<file path="src/boot.hex">
// boot image: one 32-bit word per line in hex, word 0 first
00000297
02028293
30529073
f0000537
00050513
f10005b7
0005a583
00b52023
00458593
fe0008e3
10500073
a5a55a5a
0badc0de
13572468
fedcba98
0000006f

</file>
<file path="src/rtl/soc_pkg.sv">
// bus fabric definitions shared by the arbiter, decoder and targets
// word and address types, address map, memory depths, GPIO register offsets
package soc_pkg;

	typedef logic [31:0] word_t;
	// byte address, bits 1:0 never take part in a decode
	typedef logic [31:0] addr_t;

	typedef enum logic [1:0] {
		HOST_NONE = 2'd0,
		HOST_0    = 2'd1,
		HOST_1    = 2'd2
	} host_t;

	typedef enum logic [2:0] {
		REGION_MAIN    = 3'd0,
		REGION_BOOT    = 3'd1,
		REGION_SCRATCH = 3'd2,
		REGION_GPIO    = 3'd3,
		REGION_NONE    = 3'd4
	} region_t;

	// region bases, only the top byte is compared
	localparam addr_t MAIN_BASE    = 32'h0000_0000;
	localparam addr_t BOOT_BASE    = 32'hF000_0000;
	localparam addr_t SCRATCH_BASE = 32'hF100_0000;
	localparam addr_t GPIO_BASE    = 32'hF200_0000;

	// depths in words, as log2
	localparam int MAIN_DEPTH_BITS    = 10;
	localparam int BOOT_DEPTH_BITS    = 4;
	localparam int SCRATCH_DEPTH_BITS = 8;

	// gpio word offsets, 16 slots with the upper ones unused
	localparam int GPIO_OFF_W = 4;
	localparam logic [GPIO_OFF_W-1:0] GPIO_LED = 4'd0;
	localparam logic [GPIO_OFF_W-1:0] GPIO_IN  = 4'd1;
	localparam logic [GPIO_OFF_W-1:0] GPIO_IE  = 4'd2;
	localparam logic [GPIO_OFF_W-1:0] GPIO_IS  = 4'd3;

	localparam int LED_W = 4;
	localparam int SW_W  = 2;
	localparam int BTN_W = 2;

	localparam word_t BUS_ERR_WORD = 32'hDEAD_BEEF;
	localparam string BOOT_INIT_FILE = "/design/src/boot.hex";

endpackage

</file>
<file path="src/rtl/bus_arbiter.sv">
// two-host fixed-priority bus arbiter
// host 0 wins a tie; the owner keeps the bus until it drops req
`timescale 1ns/1ps

module bus_arbiter import soc_pkg::*; (
	input  logic  clk_main,
	input  logic  i_rst,

	input  logic  i_h0_req,
	input  logic  i_h1_req,
	input  addr_t i_h0_addr,
	input  addr_t i_h1_addr,
	input  word_t i_h0_wdata,
	input  word_t i_h1_wdata,
	input  logic  i_h0_we,
	input  logic  i_h1_we,
	input  logic  i_h0_rd,
	input  logic  i_h1_rd,
	output logic  o_h0_gnt,
	output logic  o_h1_gnt,
	output word_t o_h0_rdata,
	output word_t o_h1_rdata,
	output logic  o_h0_ready,
	output logic  o_h1_ready,

	output addr_t o_bus_addr,
	output word_t o_bus_wdata,
	output logic  o_bus_we,
	output logic  o_bus_rd,
	input  word_t i_bus_rdata,
	input  logic  i_bus_ready
);

	host_t owner;
	host_t owner_d;

	// a release always passes through HOST_NONE for one cycle
	always_comb begin
		owner_d = owner;
		case (owner)
			HOST_NONE: begin
				if (i_h0_req)
					owner_d = HOST_0;
				else if (i_h1_req)
					owner_d = HOST_1;
			end
			HOST_0: if (!i_h0_req) owner_d = HOST_NONE;
			HOST_1: if (!i_h1_req) owner_d = HOST_NONE;
			default: owner_d = HOST_NONE;
		endcase
	end

	always_ff @(posedge clk_main) begin
		if (i_rst)
			owner <= HOST_NONE;
		else
			owner <= owner_d;
	end

	assign o_h0_gnt = (owner == HOST_0);
	assign o_h1_gnt = (owner == HOST_1);

	// owner's request onto the bus, strobes held low when idle
	always_comb begin
		o_bus_addr  = '0;
		o_bus_wdata = '0;
		o_bus_we    = 1'b0;
		o_bus_rd    = 1'b0;
		if (o_h0_gnt) begin
			o_bus_addr  = i_h0_addr;
			o_bus_wdata = i_h0_wdata;
			o_bus_we    = i_h0_we;
			o_bus_rd    = i_h0_rd;
		end else if (o_h1_gnt) begin
			o_bus_addr  = i_h1_addr;
			o_bus_wdata = i_h1_wdata;
			o_bus_we    = i_h1_we;
			o_bus_rd    = i_h1_rd;
		end
	end

	assign o_h0_rdata = o_h0_gnt ? i_bus_rdata : '0;
	assign o_h1_rdata = o_h1_gnt ? i_bus_rdata : '0;
	assign o_h0_ready = o_h0_gnt & i_bus_ready;
	assign o_h1_ready = o_h1_gnt & i_bus_ready;

	// no direct handover, the bus is idle for a cycle in between
	a_gnt_handover: assert property (@(posedge clk_main) disable iff (i_rst)
		(o_h0_gnt |=> !o_h1_gnt) and (o_h1_gnt |=> !o_h0_gnt));

endmodule

</file>
<file path="config.mk">
export PLATFORM = sky130hd
export DESIGN_NAME = bus_arbiter
export DESIGN_NICKNAME = d
export VERILOG_FILES = /design/src/rtl/soc_pkg.sv /design/src/rtl/bus_arbiter.sv
export SDC_FILE = /design/constraint.sdc
export NUM_CORES = 1
export LEC_CHECK = 0
export BUFFER_PORTS_ARGS = -buffer_cell sky130_fd_sc_hd__buf_4
export CORE_AREA = 2 2 118 120
export CTS_BUF_LIST = sky130_fd_sc_hd__clkbuf_8 sky130_fd_sc_hd__clkbuf_16
export DETAILED_ROUTE_END_ITERATION = 10
export DIE_AREA = 0 0 120 122
export PLACE_DENSITY_LB_ADDON = 0.1
export SLEW_MARGIN = 20
export SYNTH_ARGS = -nofsm -noshare
export SYNTH_HDL_FRONTEND = slang
export SYNTH_SLANG_ARGS = --single-unit
</file>
<file path="constraint.sdc">
create_clock -name clk_main -period 1.1 [get_ports clk_main]
set_input_delay 0.11 -clock clk_main [delete_from_list [all_inputs] [get_ports clk_main]]
set_output_delay 0.11 -clock clk_main [all_outputs]
set_load 0.01 [all_outputs]
</file>
# Word-level counts from Yosys, hierarchy flattened
# Index checks and enable logic that the tools add are counted.
# word_totals
in_bits	169
ff_bits	2
wordCells	25
# op_classes
n_reduce_logical	2
muxes	15
eq_ne	5
bitwise	2
# op_table
op	count
32-bit two-way mux	6
2-bit two-way mux	4
2-bit case mux with 3 select lines	1
1-bit two-way mux	4
2-bit inequality test, second input constant	2
3-bit inequality test, second input constant	1
3-bit AND reduction	1
1-bit bitwise AND	2
2-bit by 1-bit == test with 1-bit output, second input constant	1
2-bit == test, second input constant	1
2-bit zero test	1

# Depth between registers and ports, before layout
# depth
word_depth	3
mapped_depth	4

# Worst setup path before layout
# No wires, ideal clock.
# synth_path
path_type	register -> output
startpoint	register owner[0]
endpoint	output o_bus_addr[0]
setup_slack_ns	0.013
stages_incl_launch_ff	5
arrival_time_ns	0.977
path_buffers	2
cell_sequence	dfxtp_1 > nor2b_1 > buf_4 > buf_2 > a22o_1
# synth_via
elab_chain_len	3
elab_cells_between_ends	4
# synth_rtl
element	line_no	source
from (decl)	bus_arbiter.sv:34	host_t owner;
from (signal assigned)	bus_arbiter.sv:57	owner <= owner_d;
2-bit == test	bus_arbiter.sv:61	assign o_h1_gnt = (owner == HOST_1);
32-bit two-way mux	bus_arbiter.sv:74	end else if (o_h1_gnt) begin
32-bit two-way mux *	bus_arbiter.sv:69	if (o_h0_gnt) begin
to (decl)	bus_arbiter.sv:26	output addr_t o_bus_addr,
# Every way passes the cells marked *; elsewhere a longest branch is shown, timed or not.

# Worst setup path after layout
# layout_path
startpoint	register owner[0]
endpoint	output o_bus_addr[20]
# The elaborated chain is that of the path after synthesis.

==> reports/metrics.cfg <==
[setup_path]
setup.worst_path.class = reg2out
cp_max_fo = 10
end_kind = output pin
critPathLaunchType = register
worstPathArrival_ps = 1430
crit_required_ps = 990
r2r_cells = 3

[yosys]
syn_nets = 330
yosysSeqAreaShare = 0.0335
synthCells = 161
ys_ff_latch = 2
avgSynthCellArea_um2 = 7.42
ys_warn_count = 0
yosys.cell_types.count = 8
netlist_area_um2 = 1190

[timing]
worst_slew_pin_slew_ps = 244
setup_viol = 134
fin_tns_setup_ps = -48640
finalMaxSlewViolations = 0
rsz0062_at_grt = true
min_period_ps = 1540
worst_slack_ps = -440
fmax_mhz = 649
skew_ps = 1.71
fin_crit_sh = 1.40
slew_headroom = 0.835
hold_violations = 0

[detailed_routing]
vias = 2605
wl_per_cell_um = 16.9
drc = 0
ant_nets = 0
drtPass1Iterations = 4
routed_via_density = 3.98
wl_mm = 11.0
drt-initial-drc-count = 36

[run_status]
violations = negative setup slack
outcome = complete, but fails checks

[global_routing]
grt_util_all_layers = 0.114
antenna_found_initial = 0
grt_max_degree = 41
grt-ovfl-total = 0
grt_pass1_vias = 2455
grt_pass1_wl_mm = 13.2

[placed_design]
dp_hpwl_mm = 7.00
dp_slack_ps = -225
io_buffers = 302
place.gp.congestion = 0.689
dp_cells = 626

[pwr]
internal-power_mw = 1.63
p_clk_frac = 0.239
p_total_mw = 2.30
power.switching_uw = 672
ir_drop_uv = 426
p_sw_frac = 0.292
seq_power_share = 0.036
p_comb_frac = 0.726
power_density_nw_per_um2 = 498
p_leak_nw = 2.40

[cells_and_area]
reg_top3 = owner: 2 flops
top_register = owner
drive_gt1_frac = 0.806
diodes = 0
largest_register_ffs = 2
nets = 646
fillers = 1407
final_util = 0.342
instances_no_fill = 655
areaGrowthSynthToFinish_pct = 287

[floorplan]
ios = 303
start_util = 0.0885
coreArea_um2 = 13500
dieWidth_um = 120
fp.dieH_um = 122
num_rows = 43
dieArea_um2 = 14600

[clocking]
cts_root_buf = clkbuf_16
cts.sinks = 2
hold_buffers = 0
clk_pin_slew_ps = 30
cts_buffer_depth = 2
h-tree-depth = 1
cts_tree = done
cts_buffers = 3
clock_latency_ps = 220

[job]
maxCapViolCount = 0

[min_path]
min_path_type = in2reg
holdPathStages = 2

-- power by group through the flow --
| stage | sequential (mW) | clock, mW | combinational, mW |
|---|---|---|---|
| 2_1_floorplan | 0.0797 | 0 | 0.441 |
| 3_3_place_gp | 0.0825 | 0 | 1.32 |
| 3_5_place_dp | 0.0826 | 0 | 1.32 |
| 4_1_cts | 0.0809 | 0.560 | 1.54 |
| 5_1_grt | 0.0824 | 0.565 | 1.78 |
| 6_report | 0.0818 | 0.549 | 1.67 |
-- critical path, stage by stage (launching register included) --
cell,delay (ps)
dfxtp_2,310
nor2b_4,130
buf_12,130
buf_12,130
buf_16,140
a22o_1,230
buf_6,120
-- through the flow --
step | hold WS (ps) | area (um2)
2_1_floorplan | 182 | 1190
3_3_place_gp | 279 | 3660
3_5_place_dp | 281 | 3660
4_1_cts | 42.9 | 4160
5_1_grt | 54.5 | 4620
6_report | 46.5 | 4620
-- final timing paths --
check / from / end / slack [ps]
max: owner[0] / o_bus_addr[20] / -440
min: i_rst / owner[0] / 50
max reg2reg: owner[0] / owner[1] / 160
min reg2reg: owner[1] / owner[1] / 570
-- area by class of cell --
| type | count | area (um2) | area share |
|---|---|---|---|
| well taps | 180 | 225 | 0.0487 |
| clock buffers | 3 | 75.1 | 0.0162 |
| repair buffers | 333 | 3130 | 0.677 |
| flip-flops and latches | 2 | 42.5 | 0.00921 |
| multi-input cells | 137 | 1150 | 0.248 |
-- cell families (layout without fill, tap and decap cells) --
kind of cell / count (synthesis) / in the layout / share of synthesized area
and+or+nand+nor: 71 / 71 / 0.374
AOI/OAI and AO/OA: 66 / 66 / 0.484
buffers and inverters: 22 / 336 / 0.109
DFF: 2 / 2 / 0.0335
-- synthesized netlist by cell type --
| master | instances | area, um2 |
|---|---|---|
| a22o_1 | 66 | 578 |
| and2_1 | 66 | 413 |
| buf_2 | 14 | 70.1 |
| buf_4 | 6 | 45.0 |
| clkbuf_4 | 2 | 15.0 |
| dfxtp_1 | 2 | 40.0 |
| nor2b_1 | 4 | 25.0 |
| nor4b_1 | 1 | 8.76 |
-- metal layers --
| layer | vias to the layer above | global-route usage | part of all wire |
|---|---|---|---|
| li1 | 1235 | - | - |
| met1 | 1198 | 0.109 | 0.36 |
| met2 | 164 | 0.243 | 0.54 |
| met3 | 8 | 0.0295 | 0.093 |
| met4 | 0 | 0.0191 | 0.0090 |
| met5 | - | 0 | 0 |
-- layout by cell type (no fill, tap or decap), drive strengths merged --
master / Yosys / layout
nor2b: 4 / 4
nor4b: 1 / 1
and2: 66 / 66
buf: 20 / 326
clkbuf: 2 / 10
a22o: 66 / 66
dfxtp: 2 / 2
-- what timing repair did --
action,in CTS,in global routing
buffers inserted,7,3
pin swaps,12,50
setup endpoints to repair,134,134
resized for setup,53,75
gates cloned,6,11
Power figures use the tool's default switching activity.
