`config.mk`:
```
export PLATFORM = sky130hd
export DESIGN_NAME = gpio_regs
export DESIGN_NICKNAME = d
export VERILOG_FILES = /design/src/rtl/soc_pkg.sv /design/src/rtl/gpio_regs.sv
export SDC_FILE = /design/constraint.sdc
export NUM_CORES = 1
export LEC_CHECK = 0
export BUFFER_PORTS_ARGS = -buffer_cell sky130_fd_sc_hd__buf_2
export CELL_PAD_IN_SITES_DETAIL_PLACEMENT = 1
export CELL_PAD_IN_SITES_GLOBAL_PLACEMENT = 1
export CORE_ASPECT_RATIO = 0.75
export CORE_MARGIN = 3
export CORE_UTILIZATION = 25
export DETAILED_ROUTE_END_ITERATION = 10
export PLACE_DENSITY = 0.9
export SYNTH_ARGS = -nofsm -noshare
export SYNTH_HDL_FRONTEND = slang
export SYNTH_SLANG_ARGS = --single-unit
```
`constraint.sdc`:
```
create_clock -name clk_main -period 3.4 [get_ports clk_main]
set_clock_uncertainty 0.05 [all_clocks]
set_input_delay 1.02 -clock clk_main [delete_from_list [all_inputs] [get_ports clk_main]]
set_output_delay 1.02 -clock clk_main [all_outputs]
set_load 0.02 [all_outputs]
```
`src/boot.hex`:
```
// boot image: one 32-bit word per line in hex, word 0 first
00000297
02028293
30529073
f0000537
00050513
f10005b7
0005a583
00b52023
00458593
fe0008e3
10500073
a5a55a5a
0badc0de
13572468
fedcba98
0000006f

```
`src/rtl/soc_pkg.sv`:
```
// bus fabric definitions shared by the arbiter, decoder and targets
// word and address types, address map, memory depths, GPIO register offsets
package soc_pkg;

	typedef logic [31:0] word_t;
	// byte address, bits 1:0 never take part in a decode
	typedef logic [31:0] addr_t;

	typedef enum logic [1:0] {
		HOST_NONE = 2'd0,
		HOST_0    = 2'd1,
		HOST_1    = 2'd2
	} host_t;

	typedef enum logic [2:0] {
		REGION_MAIN    = 3'd0,
		REGION_BOOT    = 3'd1,
		REGION_SCRATCH = 3'd2,
		REGION_GPIO    = 3'd3,
		REGION_NONE    = 3'd4
	} region_t;

	// region bases, only the top byte is compared
	localparam addr_t MAIN_BASE    = 32'h0000_0000;
	localparam addr_t BOOT_BASE    = 32'hF000_0000;
	localparam addr_t SCRATCH_BASE = 32'hF100_0000;
	localparam addr_t GPIO_BASE    = 32'hF200_0000;

	// depths in words, as log2
	localparam int MAIN_DEPTH_BITS    = 10;
	localparam int BOOT_DEPTH_BITS    = 4;
	localparam int SCRATCH_DEPTH_BITS = 8;

	// gpio word offsets, 16 slots with the upper ones unused
	localparam int GPIO_OFF_W = 4;
	localparam logic [GPIO_OFF_W-1:0] GPIO_LED = 4'd0;
	localparam logic [GPIO_OFF_W-1:0] GPIO_IN  = 4'd1;
	localparam logic [GPIO_OFF_W-1:0] GPIO_IE  = 4'd2;
	localparam logic [GPIO_OFF_W-1:0] GPIO_IS  = 4'd3;

	localparam int LED_W = 4;
	localparam int SW_W  = 2;
	localparam int BTN_W = 2;

	localparam word_t BUS_ERR_WORD = 32'hDEAD_BEEF;
	localparam string BOOT_INIT_FILE = "/design/src/boot.hex";

endpackage

```
`src/rtl/gpio_regs.sv`:
```
// GPIO register block: LEDs, switch and button inputs
// button-change interrupt with enable and write-one-to-clear status
`timescale 1ns/1ps

module gpio_regs import soc_pkg::*; (
	input  logic                  clk_main,
	input  logic                  i_rst,
	input  logic [GPIO_OFF_W-1:0] i_off,
	input  word_t                 i_wdata,
	input  logic                  i_we,
	input  logic                  i_rd,
	input  logic [SW_W-1:0]       i_sw,
	input  logic [BTN_W-1:0]      i_btn,
	output word_t                 o_rdata,
	output logic [LED_W-1:0]      o_led,
	output logic                  o_irq
);

	logic [LED_W-1:0] led_q;
	logic [BTN_W-1:0] btn_q;
	logic             irq_en;
	logic             irq_stat;

	always_ff @(posedge clk_main) begin
		if (i_rst) begin
			led_q    <= '0;
			irq_en   <= 1'b0;
			irq_stat <= 1'b0;
		end else begin
			if (i_we && i_off == GPIO_LED)
				led_q <= i_wdata[LED_W-1:0];
			if (i_we && i_off == GPIO_IE)
				irq_en <= i_wdata[0];
			if (i_we && i_off == GPIO_IS && i_wdata[0])
				irq_stat <= 1'b0;
			// a new edge wins over a clear in the same cycle
			if (irq_en && i_btn != btn_q)
				irq_stat <= 1'b1;
		end
	end

	// last seen buttons, for change detection
	always_ff @(posedge clk_main) begin
		btn_q <= i_btn;
	end

	always_ff @(posedge clk_main) begin
		if (i_rd) begin
			case (i_off)
				GPIO_LED: o_rdata <= word_t'(led_q);
				GPIO_IN:  o_rdata <= word_t'({i_btn, i_sw});
				GPIO_IE:  o_rdata <= word_t'(irq_en);
				GPIO_IS:  o_rdata <= word_t'(irq_stat);
				default:  o_rdata <= BUS_ERR_WORD;
			endcase
		end
	end

	assign o_led = led_q;
	assign o_irq = irq_stat;

endmodule

```
Word level (Yosys, flattened, before mapping)
Cells that the tools add are included.
- output and inout port bits: 37
- register bits after elaboration: 40
- logic and storage cells: 19
- multiplexer cells: 3
- reduce and logical (&&, ||, !) cells: 7
- equality and inequality tests: 4
- operators by type and width (operator ; count):
    $pmux W32 S4 ; 1
    $eq A4 B2 Y1 const B ; 2
    $logic_and A1 B1 Y1 ; 5
    $eq A4 B1 Y1 const B ; 1
    $logic_not A4 Y1 ; 1
    $mux W1 ; 2
    $ne A2 B2 Y1 ; 1
    $reduce_bool A2 Y1 ; 1

Longest topological paths before layout
- depth in word-level cells: 5
- gate-level depth with buffers: 4
- depth with buffers taken out: 4

Worst setup path after synthesis
No wires, ideal clock.
- path kind: input-to-reg
- start: in i_off[1]
- end: reg o_rdata[0] (data pin)
- arrival time: 1810 ps
- stages: 3
- setup slack: 1283 ps
- setup time: 257 ps
- buffers on the path: 1
- cells stage by stage: buf_2 mux4_2 nand2b_1
- word-level cells in the longest chain between the ends: 2
- RTL lines (what ; RTL line ; RTL):
    from (decl) ; gpio_regs.sv:8 ; input logic [GPIO_OFF_W-1:0] i_off,
    $eq A4 B2 Y1, or another cell as far along ; gpio_regs.sv:49 ; case (i_off)
    $pmux W32 S4 * ; gpio_regs.sv:49 ;
    to (signal assigned) ; gpio_regs.sv:50 ; GPIO_LED: o_rdata <= word_t'(led_q);
    to (signal assigned) ; gpio_regs.sv:51 ; GPIO_IN: o_rdata <= word_t'({i_btn, i_sw});
    to (signal assigned) ; gpio_regs.sv:52 ; GPIO_IE: o_rdata <= word_t'(irq_en);
    to (decl) ; gpio_regs.sv:14 ; output word_t o_rdata,
Every way passes the cells marked *; elsewhere a longest branch is shown, timed or not.
A chain may end at the register's enable or synchronous reset.

==> impl_metrics.json <==
{
  "critical_path.max_fanout": 20,
  "initial_antenna_violation_count": 0,
  "worst_r2r_startpoint": "o_irq$_SDFFE_PP0P_",
  "yosys_top_cell_area_share_pct": 25.6,
  "most-common-layout-cells": "sky130_fd_sc_hd__buf_2 (44), sky130_fd_sc_hd__nand2b_1 (10), sky130_fd_sc_hd__mux2i_1 (8), sky130_fd_sc_hd__conb_1 (8), sky130_fd_sc_hd__dfxtp_1 (8)",
  "slowest_stage": "sky130_fd_sc_hd__edfxtp_1",
  "routed-wl-met3_um": 237,
  "period_needed_ns": 2.14,
  "cts_root_buffer": "sky130_fd_sc_hd__clkbuf_8",
  "detail_route.wirelength.met1_um": 635,
  "crit_buf_inv": 1,
  "clock_path_buffers": 2,
  "worstReg2RegEnd": "o_rdata[0]$_DFFE_PP_",
  "powerDensity_nw_per_um2": 438,
  "reg2reg_setup_slack_ns": 2.19,
  "timing.critical_path.cells": "buf_2",
  "netlist_instances": 75,
  "final_nets": 146,
  "layout_worst_path_cycle_share_pct": 63.0,
  "place_congestion": 0.713,
  "critPathKind": "flip-flop to output port",
  "post-route-cell-area_um2": 920,
  "maxClockFrequency_mhz": 467,
  "final_util_pct": 30.9,
  "num_io_pins": 81,
  "first_global_vias": 563,
  "core_region_area_um2": 2980,
  "route.top_layer_used": "met3",
  "synth_top_cells_by_area": "sky130_fd_sc_hd__buf_4 (26%), sky130_fd_sc_hd__dfxtp_1 (20%), sky130_fd_sc_hd__edfxtp_1 (19%), sky130_fd_sc_hd__mux2i_1 (10%), sky130_fd_sc_hd__nand2b_1 (7.9%)",
  "syn2layout_area_growth_pct": 16.1,
  "worst_setup_hold_path_clk_slew_ns": 0.06,
  "num_rows": 17,
  "detail-route-antenna-nets": 0,
  "rsz0062_at_grt": "false",
  "route.vias.total": 555,
  "die_area_um2": 3890,
  "yosysTopAreaCell": "sky130_fd_sc_hd__buf_4",
  "met2RoutedLength_um": 789,
  "drc": 0,
  "post_route_cells_drive_above_1_share_pct": 50.5,
  "worstHoldPathCells": 2,
  "via_per_inst": 3.99,
  "biggest_cell_delay_along_the_critical_path_ns": 0.59,
  "hold_path.startpoint": "o_led[2]$_SDFFE_PP0P_",
  "vdd_ir_drop_max_v": 0.000231,
  "timing.critical_path.from": "o_rdata[30]$_DFFE_PP_",
  "cts_tree": "built",
  "place_area_um2": 875,
  "htreeDepth": 1,
  "cp_top_family": "flip-flops",
  "timing.max_cap.violations": 0,
  "power.static_leakage_uw": 0.000430,
  "drt_first_pass_iters": 4,
  "syn_area_um2": 792,
  "end_kind": "output port",
  "timing.critical_path.depth": 1,
  "arrival_ns": 1.07,
  "worstRegToRegCells": 2,
  "floorplan.die.width_um": 71.0,
  "holdBufCountCts": 0,
  "critical_path.startpoint_type": "flip-flop",
  "floorplan.initialDensity_pct": 26.6,
  "ys_warn_count": 0,
  "grtUsageTotal_pct": 8.88,
  "cts.repair.resized": 0,
  "whs_ns": 0.439,
  "tritoncts_num_sinks": 13,
  "yosys.cell_types.count": 18,
  "slew_violations": 0,
  "grt_start_max_net_pins": 21,
  "status": "finished clean",
  "wl_per_cell_um": 12.0,
  "post_synth.cell_area_avg_um2": 10.6,
  "finalWirelength_mm": 1.66,
  "layout_commonest_cell": "sky130_fd_sc_hd__buf_2",
  "setup_violations": 0,
  "die_height_um": 54.7,
  "worst_hold_path.endpoint": "o_led[2]$_SDFFE_PP0P_",
  "hold_violations": 0,
  "skew_pair_late_insertion_delay_ns": 0.24,
  "drtIter0Drc": 2,
  "insertedDiodeCount": 0,
  "ys_ff_latch": 13,
  "port_buffers": 44,
  "cts_made_buffers": 3,
  "setup_total_negative_slack_ns": 0,
  "grt_overflow_total": 0,
  "grt_first_pass_wirelength_mm": 2.56,
  "post-cts-setup-buffer-count": 0,
  "synth_seq_area_share_pct": 39.2,
  "min-delay-path-class": "flip-flop to flip-flop",
  "critPathRequiredTime_ns": 2.33
}
## logic make-up (layout without fill, tap and decap cells)
| group | count (synthesis) | count (layout) | share of synthesized area, % |
|---|---|---|---|
| other cells | 1 | 8 | 0.473 |
| flops | 13 | 13 | 39.2 |
| buf+inv | 30 | 49 | 27.2 |
| mux | 9 | 9 | 13.0 |
| xor+xnor | 2 | 2 | 2.21 |
| compound gates | 6 | 6 | 3.79 |
| simple gates | 14 | 14 | 14.2 |
## routing by layer
layer,vias up,GRT usage [%]
met5,-,0
met4,0,1.88
met3,0,5.87
met2,41,16.0
met1,248,8.77
li1,266,-
## synth_stat cells
| master | number |
|---|---|
| sky130_fd_sc_hd__o21ai_1 | 3 |
| sky130_fd_sc_hd__o21ai_0 | 2 |
| sky130_fd_sc_hd__edfxtp_1 | 5 |
| sky130_fd_sc_hd__a21oi_1 | 1 |
| sky130_fd_sc_hd__dfxtp_1 | 8 |
| sky130_fd_sc_hd__nor4b_4 | 1 |
| sky130_fd_sc_hd__conb_1 | 1 |
| sky130_fd_sc_hd__clkbuf_1 | 1 |
| sky130_fd_sc_hd__mux2i_1 | 8 |
| sky130_fd_sc_hd__mux4_2 | 1 |
| sky130_fd_sc_hd__nand4_1 | 1 |
| sky130_fd_sc_hd__inv_2 | 1 |
| sky130_fd_sc_hd__nand2b_1 | 10 |
| sky130_fd_sc_hd__xor2_1 | 2 |
| sky130_fd_sc_hd__nor2_4 | 1 |
| sky130_fd_sc_hd__buf_2 | 1 |
| sky130_fd_sc_hd__buf_4 | 27 |
| sky130_fd_sc_hd__nand4b_1 | 1 |
## how the worst max path moves through the flow
stage | end | slack, ns
global route | o_rdata[23] | 1.14
CTS | o_rdata[10] | 1.22
global placement | o_rdata[0]$_DFFE_PP_ | 1.24
finish | o_rdata[23] | 1.26
floorplan | o_rdata[0]$_DFFE_PP_ | 1.28
detailed placement | o_led[0]$_SDFFE_PP0P_ | 1.16
## registers in the layout (all words and copies together) (netlist names)
register and count:
o_rdata 5, o_led 4, btn_q 2, irq_en 1, o_irq 1
## where the power goes
| group | switching [uW] | internal (uW) |
|---|---|---|
| registers | 5.19 | 169 |
| logic | 60.3 | 29.8 |
| clock network | 55.2 | 82.7 |
## area by class of cell
| type | count | area [um^2] |
|---|---|---|
| Fill cell | 360 | 2060 |
| Sequential cell | 13 | 310 |
| Multi-Input combinational cell | 39 | 293 |
| Timing Repair Buffer | 44 | 220 |
| Tap cell | 38 | 47.5 |
| Clock buffer | 4 | 45.0 |
| Inverter | 1 | 3.75 |
## stage by stage
step	total power (uW)	setup slack, ns	std cells
after floorplan	264	1.28	82
after global routing	426	1.14	139
after detailed placement	269	1.16	135
after global placement	267	1.24	135
final	402	1.26	139
after CTS	409	1.22	139
(Power assumes the default switching activity.)
