<file path="src/boot.hex">
// boot image: one 32-bit word per line in hex, word 0 first
00000297
02028293
30529073
f0000537
00050513
f10005b7
0005a583
00b52023
00458593
fe0008e3
10500073
a5a55a5a
0badc0de
13572468
fedcba98
0000006f

</file>
<file path="src/rtl/soc_pkg.sv">
// bus fabric definitions shared by the arbiter, decoder and targets
// word and address types, address map, memory depths, GPIO register offsets
package soc_pkg;

	typedef logic [31:0] word_t;
	// byte address, bits 1:0 never take part in a decode
	typedef logic [31:0] addr_t;

	typedef enum logic [1:0] {
		HOST_NONE = 2'd0,
		HOST_0    = 2'd1,
		HOST_1    = 2'd2
	} host_t;

	typedef enum logic [2:0] {
		REGION_MAIN    = 3'd0,
		REGION_BOOT    = 3'd1,
		REGION_SCRATCH = 3'd2,
		REGION_GPIO    = 3'd3,
		REGION_NONE    = 3'd4
	} region_t;

	// region bases, only the top byte is compared
	localparam addr_t MAIN_BASE    = 32'h0000_0000;
	localparam addr_t BOOT_BASE    = 32'hF000_0000;
	localparam addr_t SCRATCH_BASE = 32'hF100_0000;
	localparam addr_t GPIO_BASE    = 32'hF200_0000;

	// depths in words, as log2
	localparam int MAIN_DEPTH_BITS    = 10;
	localparam int BOOT_DEPTH_BITS    = 4;
	localparam int SCRATCH_DEPTH_BITS = 8;

	// gpio word offsets, 16 slots with the upper ones unused
	localparam int GPIO_OFF_W = 4;
	localparam logic [GPIO_OFF_W-1:0] GPIO_LED = 4'd0;
	localparam logic [GPIO_OFF_W-1:0] GPIO_IN  = 4'd1;
	localparam logic [GPIO_OFF_W-1:0] GPIO_IE  = 4'd2;
	localparam logic [GPIO_OFF_W-1:0] GPIO_IS  = 4'd3;

	localparam int LED_W = 4;
	localparam int SW_W  = 2;
	localparam int BTN_W = 2;

	localparam word_t BUS_ERR_WORD = 32'hDEAD_BEEF;
	localparam string BOOT_INIT_FILE = "/design/src/boot.hex";

endpackage

</file>
<file path="src/rtl/addr_decoder.sv">
// address decoder for the shared bus
// issues one target access per strobe and returns data with ready a cycle later
`timescale 1ns/1ps

module addr_decoder import soc_pkg::*; (
	input  logic                          clk_main,
	input  logic                          i_rst,
	input  addr_t                         i_addr,
	input  word_t                         i_wdata,
	input  logic                          i_we,
	input  logic                          i_rd,
	output word_t                         o_rdata,
	output logic                          o_ready,

	output logic [MAIN_DEPTH_BITS-1:0]    o_main_idx,
	output logic                          o_main_we,
	output logic                          o_main_rd,
	input  word_t                         i_main_rdata,

	output logic [BOOT_DEPTH_BITS-1:0]    o_boot_idx,
	output logic                          o_boot_rd,
	input  word_t                         i_boot_rdata,

	output logic [SCRATCH_DEPTH_BITS-1:0] o_scr_idx,
	output logic                          o_scr_we,
	output logic                          o_scr_rd,
	input  word_t                         i_scr_rdata,

	output logic [GPIO_OFF_W-1:0]         o_gpio_off,
	output logic                          o_gpio_we,
	output logic                          o_gpio_rd,
	input  word_t                         i_gpio_rdata,

	output word_t                         o_wdata
);

	region_t region;
	region_t region_q;
	logic    pending;
	logic    accept;

	always_comb begin
		case (i_addr[31:24])
			MAIN_BASE[31:24]:    region = REGION_MAIN;
			BOOT_BASE[31:24]:    region = REGION_BOOT;
			SCRATCH_BASE[31:24]: region = REGION_SCRATCH;
			GPIO_BASE[31:24]:    region = REGION_GPIO;
			default:             region = REGION_NONE;
		endcase
	end

	// new strobe while idle, later cycles of the same strobe are ignored
	assign accept = (i_rd | i_we) & ~pending;

	assign o_main_idx = i_addr[MAIN_DEPTH_BITS+1:2];
	assign o_boot_idx = i_addr[BOOT_DEPTH_BITS+1:2];
	assign o_scr_idx  = i_addr[SCRATCH_DEPTH_BITS+1:2];
	assign o_gpio_off = i_addr[GPIO_OFF_W+1:2];
	assign o_wdata    = i_wdata;

	// boot ROM and unmapped writes go nowhere but are still acked
	assign o_main_we = accept & i_we & (region == REGION_MAIN);
	assign o_main_rd = accept & i_rd & (region == REGION_MAIN);
	assign o_boot_rd = accept & i_rd & (region == REGION_BOOT);
	assign o_scr_we  = accept & i_we & (region == REGION_SCRATCH);
	assign o_scr_rd  = accept & i_rd & (region == REGION_SCRATCH);
	assign o_gpio_we = accept & i_we & (region == REGION_GPIO);
	assign o_gpio_rd = accept & i_rd & (region == REGION_GPIO);

	always_ff @(posedge clk_main) begin
		if (i_rst)
			pending <= 1'b0;
		else
			pending <= accept;
	end

	always_ff @(posedge clk_main) begin
		if (accept)
			region_q <= region;
	end

	// every target answers one cycle after its strobe
	assign o_ready = pending;

	always_comb begin
		case (region_q)
			REGION_MAIN:    o_rdata = i_main_rdata;
			REGION_BOOT:    o_rdata = i_boot_rdata;
			REGION_SCRATCH: o_rdata = i_scr_rdata;
			REGION_GPIO:    o_rdata = i_gpio_rdata;
			default:        o_rdata = BUS_ERR_WORD;
		endcase
	end

	// the host holds an accepted strobe and its address into the ready cycle
	a_ready_follows_strobe: assert property (@(posedge clk_main) disable iff (i_rst)
		accept |=> o_ready && (i_rd || i_we) && $stable(i_addr));

endmodule

</file>
<file path="config.mk">
export PLATFORM = sky130hd
export DESIGN_NAME = addr_decoder
export DESIGN_NICKNAME = d
export VERILOG_FILES = /design/src/rtl/soc_pkg.sv /design/src/rtl/addr_decoder.sv
export SDC_FILE = /design/constraint.sdc
export NUM_CORES = 1
export LEC_CHECK = 0
export ABC_AREA = 1
export BUFFER_PORTS_ARGS = -buffer_cell sky130_fd_sc_hd__buf_2
export CORE_AREA = 2 2 113 115
export DETAILED_ROUTE_END_ITERATION = 16
export DIE_AREA = 0 0 115 117
export MAX_ROUTING_LAYER = met4
export SETUP_SLACK_MARGIN = 0.2
export SLEW_MARGIN = 0
export SYNTH_ARGS = -nofsm -noshare
export SYNTH_HDL_FRONTEND = slang
export SYNTH_SLANG_ARGS = --single-unit
</file>
<file path="constraint.sdc">
create_clock -name clk_main -period 1.5 [get_ports clk_main]
set_input_delay 0.225 -clock clk_main [delete_from_list [all_inputs] [get_ports clk_main]]
set_output_delay 0.225 -clock clk_main [all_outputs]
set_load 0.01 [all_outputs]
</file>
Yosys cells after proc, flatten, opt, wreduce, memory -nomap -nowiden
Index checks and enable logic that the tools add are counted.
{"block": "op_classes", "mux": 2, "eq_ne": 9, "n_reduce_logical": 3, "n_bitwise": 12}
{"op": "32-bit case mux with 4 select lines", "count": 1}
{"op": "8-bit == test (second input constant)", "count": 3}
{"op": "3-bit by 2-bit == test with 1-bit output (second input constant)", "count": 4}
{"op": "3-bit case mux with 4 select lines", "count": 1}
{"op": "1-bit bitwise AND", "count": 10}
{"op": "8-bit zero test", "count": 1}
{"op": "3-bit by 1-bit == test with 1-bit output (second input constant)", "count": 2}
{"op": "3-bit zero test", "count": 2}
{"op": "1-bit inverter", "count": 1}
{"op": "1-bit bitwise OR", "count": 1}
{"block": "totals", "wordCells": 28, "ff_bits": 4, "inputBits": 196}

Depth between registers and ports, before layout
Gate-level depths: netlist of the first run.
{"block": "depth", "depth_word": 4, "mapped_depth": 7}

Worst setup path after synthesis of the first run
No wires, ideal clock.
{"block": "synth_path", "path_type": "reg2out", "from": "register region_q[0]", "to": "output o_rdata[25]", "slack_ps": 178, "stages_incl_launch_ff": 8, "arrival_ps": 1097, "path_cell_list": "edfxtp_1 > buf_4 > inv_6 > nand2_2 > buf_2 > o21ai_0 > nor2_1 > nand2_1"}
{"block": "synth_via", "elab_chain_len": 2, "elab_cells_between_ends": 5, "classes_between": "eq/ne: 3; mux: 1; reduce/logical: 1"}
{"element": "start, declared", "line_no": "addr_decoder.sv:38", "text": "region_t region_q;"}
{"element": "start signal, assigned", "line_no": "addr_decoder.sv:79", "text": "region_q <= region;"}
{"element": "3-bit by 2-bit == test with 1-bit output (tied with other cells)", "line_no": "addr_decoder.sv:86", "text": "case (region_q)"}
{"element": "32-bit case mux with 4 select lines (*)", "line_no": "addr_decoder.sv:86"}
{"element": "end, declared", "line_no": "addr_decoder.sv:12", "text": "output word_t o_rdata,"}
Mark *: on every way between the ends. The rest lies on a longest branch, timed or not.

Worst setup path after layout of the first run
{"block": "layout_path", "from": "register region_q[2]", "to": "output o_rdata[1]"}
Same word-level chain as after synthesis.

==> impl_metrics.tcl, run 1 <==
set metrics [dict create \
    period_share 1.15 \
    dieArea_um2 13500 \
    intPower_mw 0.686 \
    placed_cell_area_um2 2840 \
    drc 0 \
    power_mw 0.980 \
    fmax_mhz 578 \
    critPathBufInv 4 \
    grt-ovfl-total 0 \
    p_clk_frac 0.438 \
    syn_avg_cell_area_um2 5.06 \
    min_period_ns 1.73 \
    cts_buffers 3 \
    crit_slowest_cell "edfxtp_1" \
    hold_path.class "in2reg" \
    cts_sinks 4 \
    ys_ff_latch 4 \
    synth-edff-count 3 \
    hold_violations 0 \
    outcome "complete, but fails checks" \
    row_count 41 \
    cts_tree "yes" \
    grt_usage 0.116 \
    antenna_found_initial 1 \
    synth_common_cells "inv_1 (104), nor2_1 (65), buf_4 (59)" \
    yosysWarningCount 0 \
    finClkSkew_ns 0.00332 \
    num_vias 2722 \
    routed_via_density 3.97 \
    htree_levels 1 \
    synthCells 409 \
    critical-path-max-stage-delay_ns 0.44 \
    rsz0062_at_grt "yes" \
    sequentialPowerShare 0.133 \
    insertion_delay_ns 0.22 \
    yosysMostFrequentCell "inv_1" \
    finalSetupViolations 32 \
    finalWirelength_um 8860 \
    area_delta_synth_final_pct 49.5 \
    grt_pass1_wl_um 11800 \
    final_util 0.251 \
    yosys.area.top_type_share 0.214 \
    sw_frac_of_total 0.300 \
    path_class "reg2out" \
    first_pass_iters 4 \
    vdd_drop_max_mv 0.662 \
    whs_ns 0.156 \
    grt_pass1_vias 2197 \
    clock_tree.buffer_depth 2 \
    hold_buffers 0 \
    crit_path_max_fanout 14 \
    fp.dieW_um 115 \
    multi_input_area_um2 1140 \
    pre_cts_ws_ns -0.0262 \
    routedWlPerCell_um 12.9 \
    nFillCells 1444 \
    violations "setup timing" \
    power_density_nw_per_um2 317 \
    synth_area_leaders "buf_4 (21%), inv_1 (19%), nor2_1 (12%)" \
    switchingPower_mw 0.295 \
    maxSlewHeadroom 0.823 \
    crit_chain "inv_2, buf_4, buf_12, o21ai_0, nor2_1, nand2_1, buf_2" \
    coreArea_um2 12300 \
    layout-drive-gt1-share 0.434 \
    ys_async_sr_fraction 0 \
    power_frac_comb 0.428 \
    max_cap_viol_count 0 \
    yosys_most_used_dff "edfxtp_1" \
    pin_count 294 \
    worstPathArrival_ns 1.51 \
    crit_path_end_kind "output port" \
    p_leak_nw 1.71 \
    fin_nets 731 \
    mappedNetlistArea_um2 2070 \
    crit_family "buffers and inverters" \
    chipHeight_um 117 \
    drt_iter0_drc 96 \
    ys_seq_area_frac 0.0532 \
    clk_pin_slew_ns 0.03 \
    regArea_um2 114 \
    synth.distinct_cells 20 \
    root_buffer "clkbuf_16" \
    postLayoutCellArea_um2 3090 \
    port_buffers 179 \
    detailedPlacementHpwl_um 7190 \
    required_ns 1.27 \
    grt_max_degree 25 \
    syn_nets 605 \
    post-place-cells 678 \
    fin_ws_ns -0.231 \
    setup_tns_ns -5.25 \
    worst_pin_slew_ns 0.264 \
    postRouteAntennaNets 0 \
    synth_top_cell_by_area "buf_4" \
    start_kind "register" \
    layout.cells.non_filler 685 \
    initial_core_util 0.168 \
    gp_congestion 0.796 \
    final_max_slew_viol_count 0 \
]
-- cell usage in the layout, fill, tap and decap left out, drive strengths merged, types with 3 or more instances in the layout --
cell type / instances
buf: 198
clkbuf: 4
edfxtp: 3
inv: 106
nand2: 46
nand3: 43
nand4: 17
nor2: 65
o21ai: 48
-- cells by family after synthesis --
kind of cell,after synthesis,synth area share
flops,4,0.0532
compound gates,49,0.119
simple gates,173,0.376
buf+inv,183,0.453
-- area by class of cell --
class                      instances  area share
clock buffer                       4      0.0255
inverter                         106       0.130
timing repair buffer             198       0.378
sequential                         4      0.0368
tap                              150      0.0607
multi-input combinational        222       0.368
antenna                            1    0.000809
-- routing by layer --
layer	wire [µm]	track usage	share of wire
met2	4700	0.224	0.53
met4	97	0.0209	0.011
met1	3060	0.112	0.35
met5	0	-	0
met3	1000	0.0427	0.11
-- worst paths after layout --
kind,depth (start not counted),end,slack (ns),start
worst max-delay path,7,o_rdata[1],-0.23,region_q[2]$_DFFE_PP_
worst min-delay path,2,o_ready$_SDFF_PP0_,0.16,i_rst
worst max register to register,3,region_q[2]$_DFFE_PP_,0.47,o_ready$_SDFF_PP0_
worst min register to register,1,o_ready$_SDFF_PP0_,0.45,o_ready$_SDFF_PP0_
-- repair_timing --
| item | in CTS | in global routing |
|---|---|---|
| gates resized for setup | 30 | 30 |
| buffers inserted | 2 | 0 |
| pin swaps | 5 | 9 |
| setup endpoints to repair | 39 | 39 |
-- power groups by stage --
stage          Combinational, mW  Clock (mW)  Sequential (mW)
2_1_floorplan              0.299           0            0.133
3_3_place_gp               0.387           0            0.131
3_5_place_dp               0.391           0            0.131
4_1_cts                    0.407       0.440            0.130
5_1_grt                    0.469       0.449            0.131
6_report                   0.420       0.430            0.131
-- sequential cells by signal, summed over array words and instances, names as in the netlist --
name and count:
o_ready 1, region_q 3
Note: power is estimated with default switching activity, not from simulation.
==> run 2, diff against run 1 <==
ABC_AREA = 0   (was 1)
TNS_END_PERCENT = 10   (was unset)
==> impl_metrics.tcl, run 2 <==
set metrics [dict create \
    grt_max_degree 26 \
    max_cap_viol_count 0 \
    r2r_slack_ns 0.47 \
    synth.distinct_cells 19 \
    yosys_most_used_dff "edfxtp_1" \
    synthCells 160 \
    area_delta_synth_final_pct 72.9 \
    pre_cts_ws_ns -0.363 \
    period_share 1.34 \
    critical-path-max-stage-delay_ns 0.48 \
    power_mw 1.15 \
    synth_top_cell_by_area "mux4_2" \
    finalWirelength_um 7370 \
    pin_count 294 \
    grt_pass1_wl_um 9330 \
    muxShareOfSynthArea 0.435 \
    coreArea_um2 12300 \
    mappedNetlistArea_um2 1660 \
    clock_tree.buffer_depth 2 \
    root_buffer "clkbuf_16" \
    required_ns 1.27 \
    crit_chain "buf_6, clkbuf_16, mux4_2, or2_4, buf_6" \
    start_kind "register" \
    hold_violations 0 \
    ys_ff_latch 4 \
    min_period_ns 2.01 \
    antenna_cells 0 \
    routedWlPerCell_um 16.7 \
    r2r_start "o_ready$_SDFF_PP0_" \
    syn_avg_cell_area_um2 10.3 \
    htree_levels 1 \
    violations "setup timing" \
    setup_tns_ns -15.25 \
    synth_common_cells "buf_4 (61), mux4_2 (32), or2_2 (24)" \
    crit_family "multiplexers" \
    cts_buffers 3 \
    postRouteAntennaNets 0 \
    synth-xor-area-share 0 \
    maxSlewHeadroom 0.799 \
    yosys.area.top_type_share 0.435 \
    worstPathArrival_ns 1.78 \
    finClkSkew_ns 0.000705 \
    drt_iter0_drc 25 \
    ys_seq_area_frac 0.0665 \
    routed_via_density 4.04 \
    detailedPlacementHpwl_um 6040 \
    layout_commonest_cell "buf_2" \
    synth_area_leaders "mux4_2 (44%), buf_4 (28%), or2_2 (9.1%)" \
    critPathBufInv 3 \
    crit_path_end_kind "output port" \
    grt_usage 0.0949 \
    use_met1 0.0825 \
    antenna_found_initial 0 \
    synth_top_family_by_area "multiplexers" \
    fin_nets 487 \
    grt.met2_usage 0.185 \
    crit_path_max_fanout 6 \
    syn_nets 356 \
    synth_adder_area_share 0 \
    fp.dieW_um 115 \
    crit_end "o_rdata[21]" \
    chipHeight_um 117 \
    port_buffers 179 \
    final_max_slew_viol_count 0 \
    hold_buffers 0 \
    busiest_layer "met2" \
    crit_cells 5 \
    vdd_drop_max_mv 0.571 \
    crit_slowest_cell "mux4_2" \
    synth-compound-area-share 0.00907 \
    grt-ovfl-total 0 \
    power_density_nw_per_um2 400 \
    drc 0 \
    cts_tree "yes" \
    initial_core_util 0.134 \
    gp_congestion 0.760 \
    cts_sinks 4 \
    row_count 41 \
    grt_pass1_vias 1696 \
    p_leak_nw 1.28 \
    ff2ff_path_depth 2 \
    yosysWarningCount 0 \
    layout-drive-gt1-share 0.907 \
    use_met3 0.0268 \
    nFillCells 1326 \
    fmax_mhz 498 \
    fin_ws_ns -0.508 \
    synth-edff-count 3 \
    yosysMostFrequentCell "buf_4" \
    outcome "complete, but fails checks" \
    r2r-end "region_q[1]$_DFFE_PP_" \
    num_vias 1779 \
    final_util 0.232 \
    path_common_cell "buf_6" \
    final_cell_mix "buf_2 (149), mux4_2 (32), buf_6 (31)" \
    insertion_delay_ns 0.22 \
    startpoint "region_q[0]$_DFFE_PP_" \
    dieArea_um2 13500 \
    first_pass_iters 4 \
    path_class "reg2out" \
    ys_async_sr_fraction 0 \
    max_flop_register "region_q" \
    clk_pin_slew_ns 0.03 \
    worst_pin_slew_ns 0.302 \
    largest_reg_flops 3 \
    finalSetupViolations 34 \
    hold_path.class "in2reg" \
    synthSimpleGateAreaFrac 0.197 \
    rsz0062_at_grt "yes" \
]
## run 2: worst min-delay path by stage
stage,slack [ns],start,depth (start not counted),end
2_1_floorplan,0.30,i_rst,1,o_ready$_SDFF_PP0_
3_3_place_gp,0.40,i_rst,2,o_ready$_SDFF_PP0_
3_5_place_dp,0.41,i_rst,2,o_ready$_SDFF_PP0_
4_1_cts,0.17,i_rst,2,o_ready$_SDFF_PP0_
5_1_grt,0.18,i_rst,2,o_ready$_SDFF_PP0_
6_report,0.16,i_rst,2,o_ready$_SDFF_PP0_
## run 2: power breakdown
part | internal [mW] | switching [mW]
logic | 0.397 | 0.190
clock network | 0.351 | 0.0756
registers | 0.127 | 0.00551
total | 0.875 | 0.271
## run 2: cells by family (layout without fill, tap and decap cells)
family / count (synthesis) / count (layout)
DFF: 4 / 4
and+or+nand+nor: 53 / 53
AOI/OAI and AO/OA: 3 / 3
muxes: 32 / 32
buffers and inverters: 68 / 198
## run 2: repair_timing
action                                  CTS  global route
hold endpoints to repair                  0             0
cloned                                    1             1
pin swaps                                 8             3
endpoints found under the setup margin   39            39
buffers inserted                          3             0
resized for setup                        21            21
## run 2: layout make-up
class / count / area, µm² / area share
timing repair buffer: 194 / 1310 / 0.459
multi-input combinational: 88 / 1170 / 0.409
tap: 150 / 188 / 0.0656
sequential: 4 / 111 / 0.0389
clock buffer: 4 / 78.8 / 0.0275
## run 2: through the flow
step	area, µm²	cells	hold slack, ns
after floorplan	1780	160	0.302
after global placement	2460	431	0.404
after detailed placement	2460	431	0.406
after CTS	2710	439	0.168
after global routing	2860	440	0.177
final	2860	440	0.165
## run 2: per-layer routing
| layer | part of all wire | vias to the layer above |
|---|---|---|
| met2 | 0.55 | 144 |
| met5 | 0 | - |
| met1 | 0.30 | 817 |
| met3 | 0.12 | 28 |
| li1 | - | 790 |
| met4 | 0.039 | 0 |
==> run 3, diff against run 2 <==
ABC_AREA = 1   (was 0)
CAP_MARGIN = 5   (was unset)
==> impl_metrics.tcl, run 3 (same netlist as run 1, synthesis figures left out) <==
set metrics [dict create \
    use_met3 0.0458 \
    startpoint "region_q[1]$_DFFE_PP_" \
    crit_path_max_fanout 8 \
    hold_path.class "in2reg" \
    first_pass_iters 4 \
    worstPathArrival_ns 1.51 \
    final_max_slew_viol_count 0 \
    grt_usage 0.128 \
    start_kind "register" \
    maxSlewHeadroom 0.829 \
    grt.met2_usage 0.237 \
    drc 0 \
    whs_ns 0.155 \
    pin_count 294 \
    outcome "complete, but fails checks" \
    max_flop_register "region_q" \
    use_met1 0.131 \
    postRouteAntennaNets 0 \
    min_period_ns 1.74 \
    worst_pin_slew_ns 0.255 \
    final_cell_mix "buf_2 (177), inv_1 (103), nor2_1 (53)" \
    root_buffer "clkbuf_16" \
    drt_iter0_drc 138 \
    gp_congestion 0.788 \
    fp.dieW_um 115 \
    clk_pin_slew_ns 0.03 \
    r2r_start "o_ready$_SDFF_PP0_" \
    regArea_um2 111 \
    hold_buffers 0 \
    vdd_drop_max_mv 0.726 \
    grt_pass1_wl_um 13000 \
    rsz0062_at_grt "yes" \
    violations "setup timing" \
    p_leak_nw 1.79 \
    row_count 41 \
    multi_input_area_um2 1180 \
    port_buffers 179 \
    grt_max_degree 17 \
    layout.cells.non_filler 699 \
    nFillCells 1446 \
    clock_tree.buffer_depth 2 \
    crit_path_end_kind "output port" \
    grt-ovfl-total 0 \
    cts_buffers 3 \
    num_vias 2796 \
    finalSetupViolations 32 \
    routed_via_density 4.00 \
    grt_pass1_vias 2426 \
    hold_violations 0 \
    initial_core_util 0.168 \
    max_cap_viol_count 0 \
    required_ns 1.27 \
    largest_reg_flops 3 \
    antenna_found_initial 0 \
    coreArea_um2 12300 \
    cts_sinks 4 \
    fin_nets 746 \
    layout-drive-gt1-share 0.470 \
    power_density_nw_per_um2 309 \
    fmax_mhz 575 \
    antenna_cells 0 \
    routedWlPerCell_um 13.5 \
    fin_ws_ns -0.240 \
    path_class "reg2out" \
    busiest_layer "met2" \
    post-place-cells 689 \
    period_share 1.16 \
    chipHeight_um 117 \
    finClkSkew_ns 0.00343 \
    area_delta_synth_final_pct 56.7 \
    dieArea_um2 13500 \
    layout_commonest_cell "buf_2" \
    finalWirelength_um 9410 \
    hp-start "i_rst" \
    cts_tree "yes" \
    htree_levels 1 \
    detailedPlacementHpwl_um 7890 \
    insertion_delay_ns 0.23 \
]
run 3: layer usage:
| layer | up-vias | share of wire |
|---|---|---|
| li1 | 1463 | - |
| met1 | 1170 | 0.36 |
| met2 | 141 | 0.51 |
| met3 | 22 | 0.12 |
| met4 | 0 | 0.015 |
| met5 | - | 0 |
run 3: critical path, cell delays in order (launching register included):
cell and delay [ns]:
edfxtp_1 0.37, buf_6 0.15, nor2_4 0.12, buf_12 0.13
buf_8 0.12, nand3_2 0.08, o21ai_1 0.09, inv_1 0.05
nand2_1 0.06, buf_2 0.12
run 3: stage by stage:
stage	setup WS (ns)	TNS, ns	util	total power [mW]	cell area [µm²]
finish	-0.240	-6.55	0.263	1.00	3240
global route	-0.348	-9.91	0.263	1.07	3240
CTS	-0.271	-7.51	0.254	0.995	3130
detailed placement	-0.109	-2.43	0.234	0.529	2890
global placement	-0.0978	-2.01	0.234	0.526	2890
floorplan	0.190	0	-	0.431	2070
run 3: path summary, 6_finish.rpt:
path | end | slack [ns] | cells after the start
min | o_ready$_SDFF_PP0_ | 0.16 | 2
max | o_rdata[2] | -0.24 | 9
min reg2reg | o_ready$_SDFF_PP0_ | 0.44 | 1
max reg2reg | region_q[1]$_DFFE_PP_ | 0.59 | 2
run 3: cell type report:
type                            instances  share of cell area
Sequential cell                         4              0.0343
Timing Repair Buffer                  213               0.395
Multi-Input combinational cell        222               0.364
Inverter                              106               0.125
Clock buffer                            4              0.0243
Tap cell                              150              0.0579
run 3: report_power, final:
group	switching (mW)	internal [mW]	leakage (nW)	total [mW]
sequential	0.00407	0.127	0.0365	0.131
clock	0.0804	0.352	0.0382	0.432
combinational	0.221	0.217	1.72	0.438
total	0.305	0.696	1.79	1.00
run 3: timing repair:
item,CTS,global route
pin swaps,3,10
gates cloned,1,0
resized for setup,48,30
buffers inserted,4,1
endpoints found under the setup margin,39,39
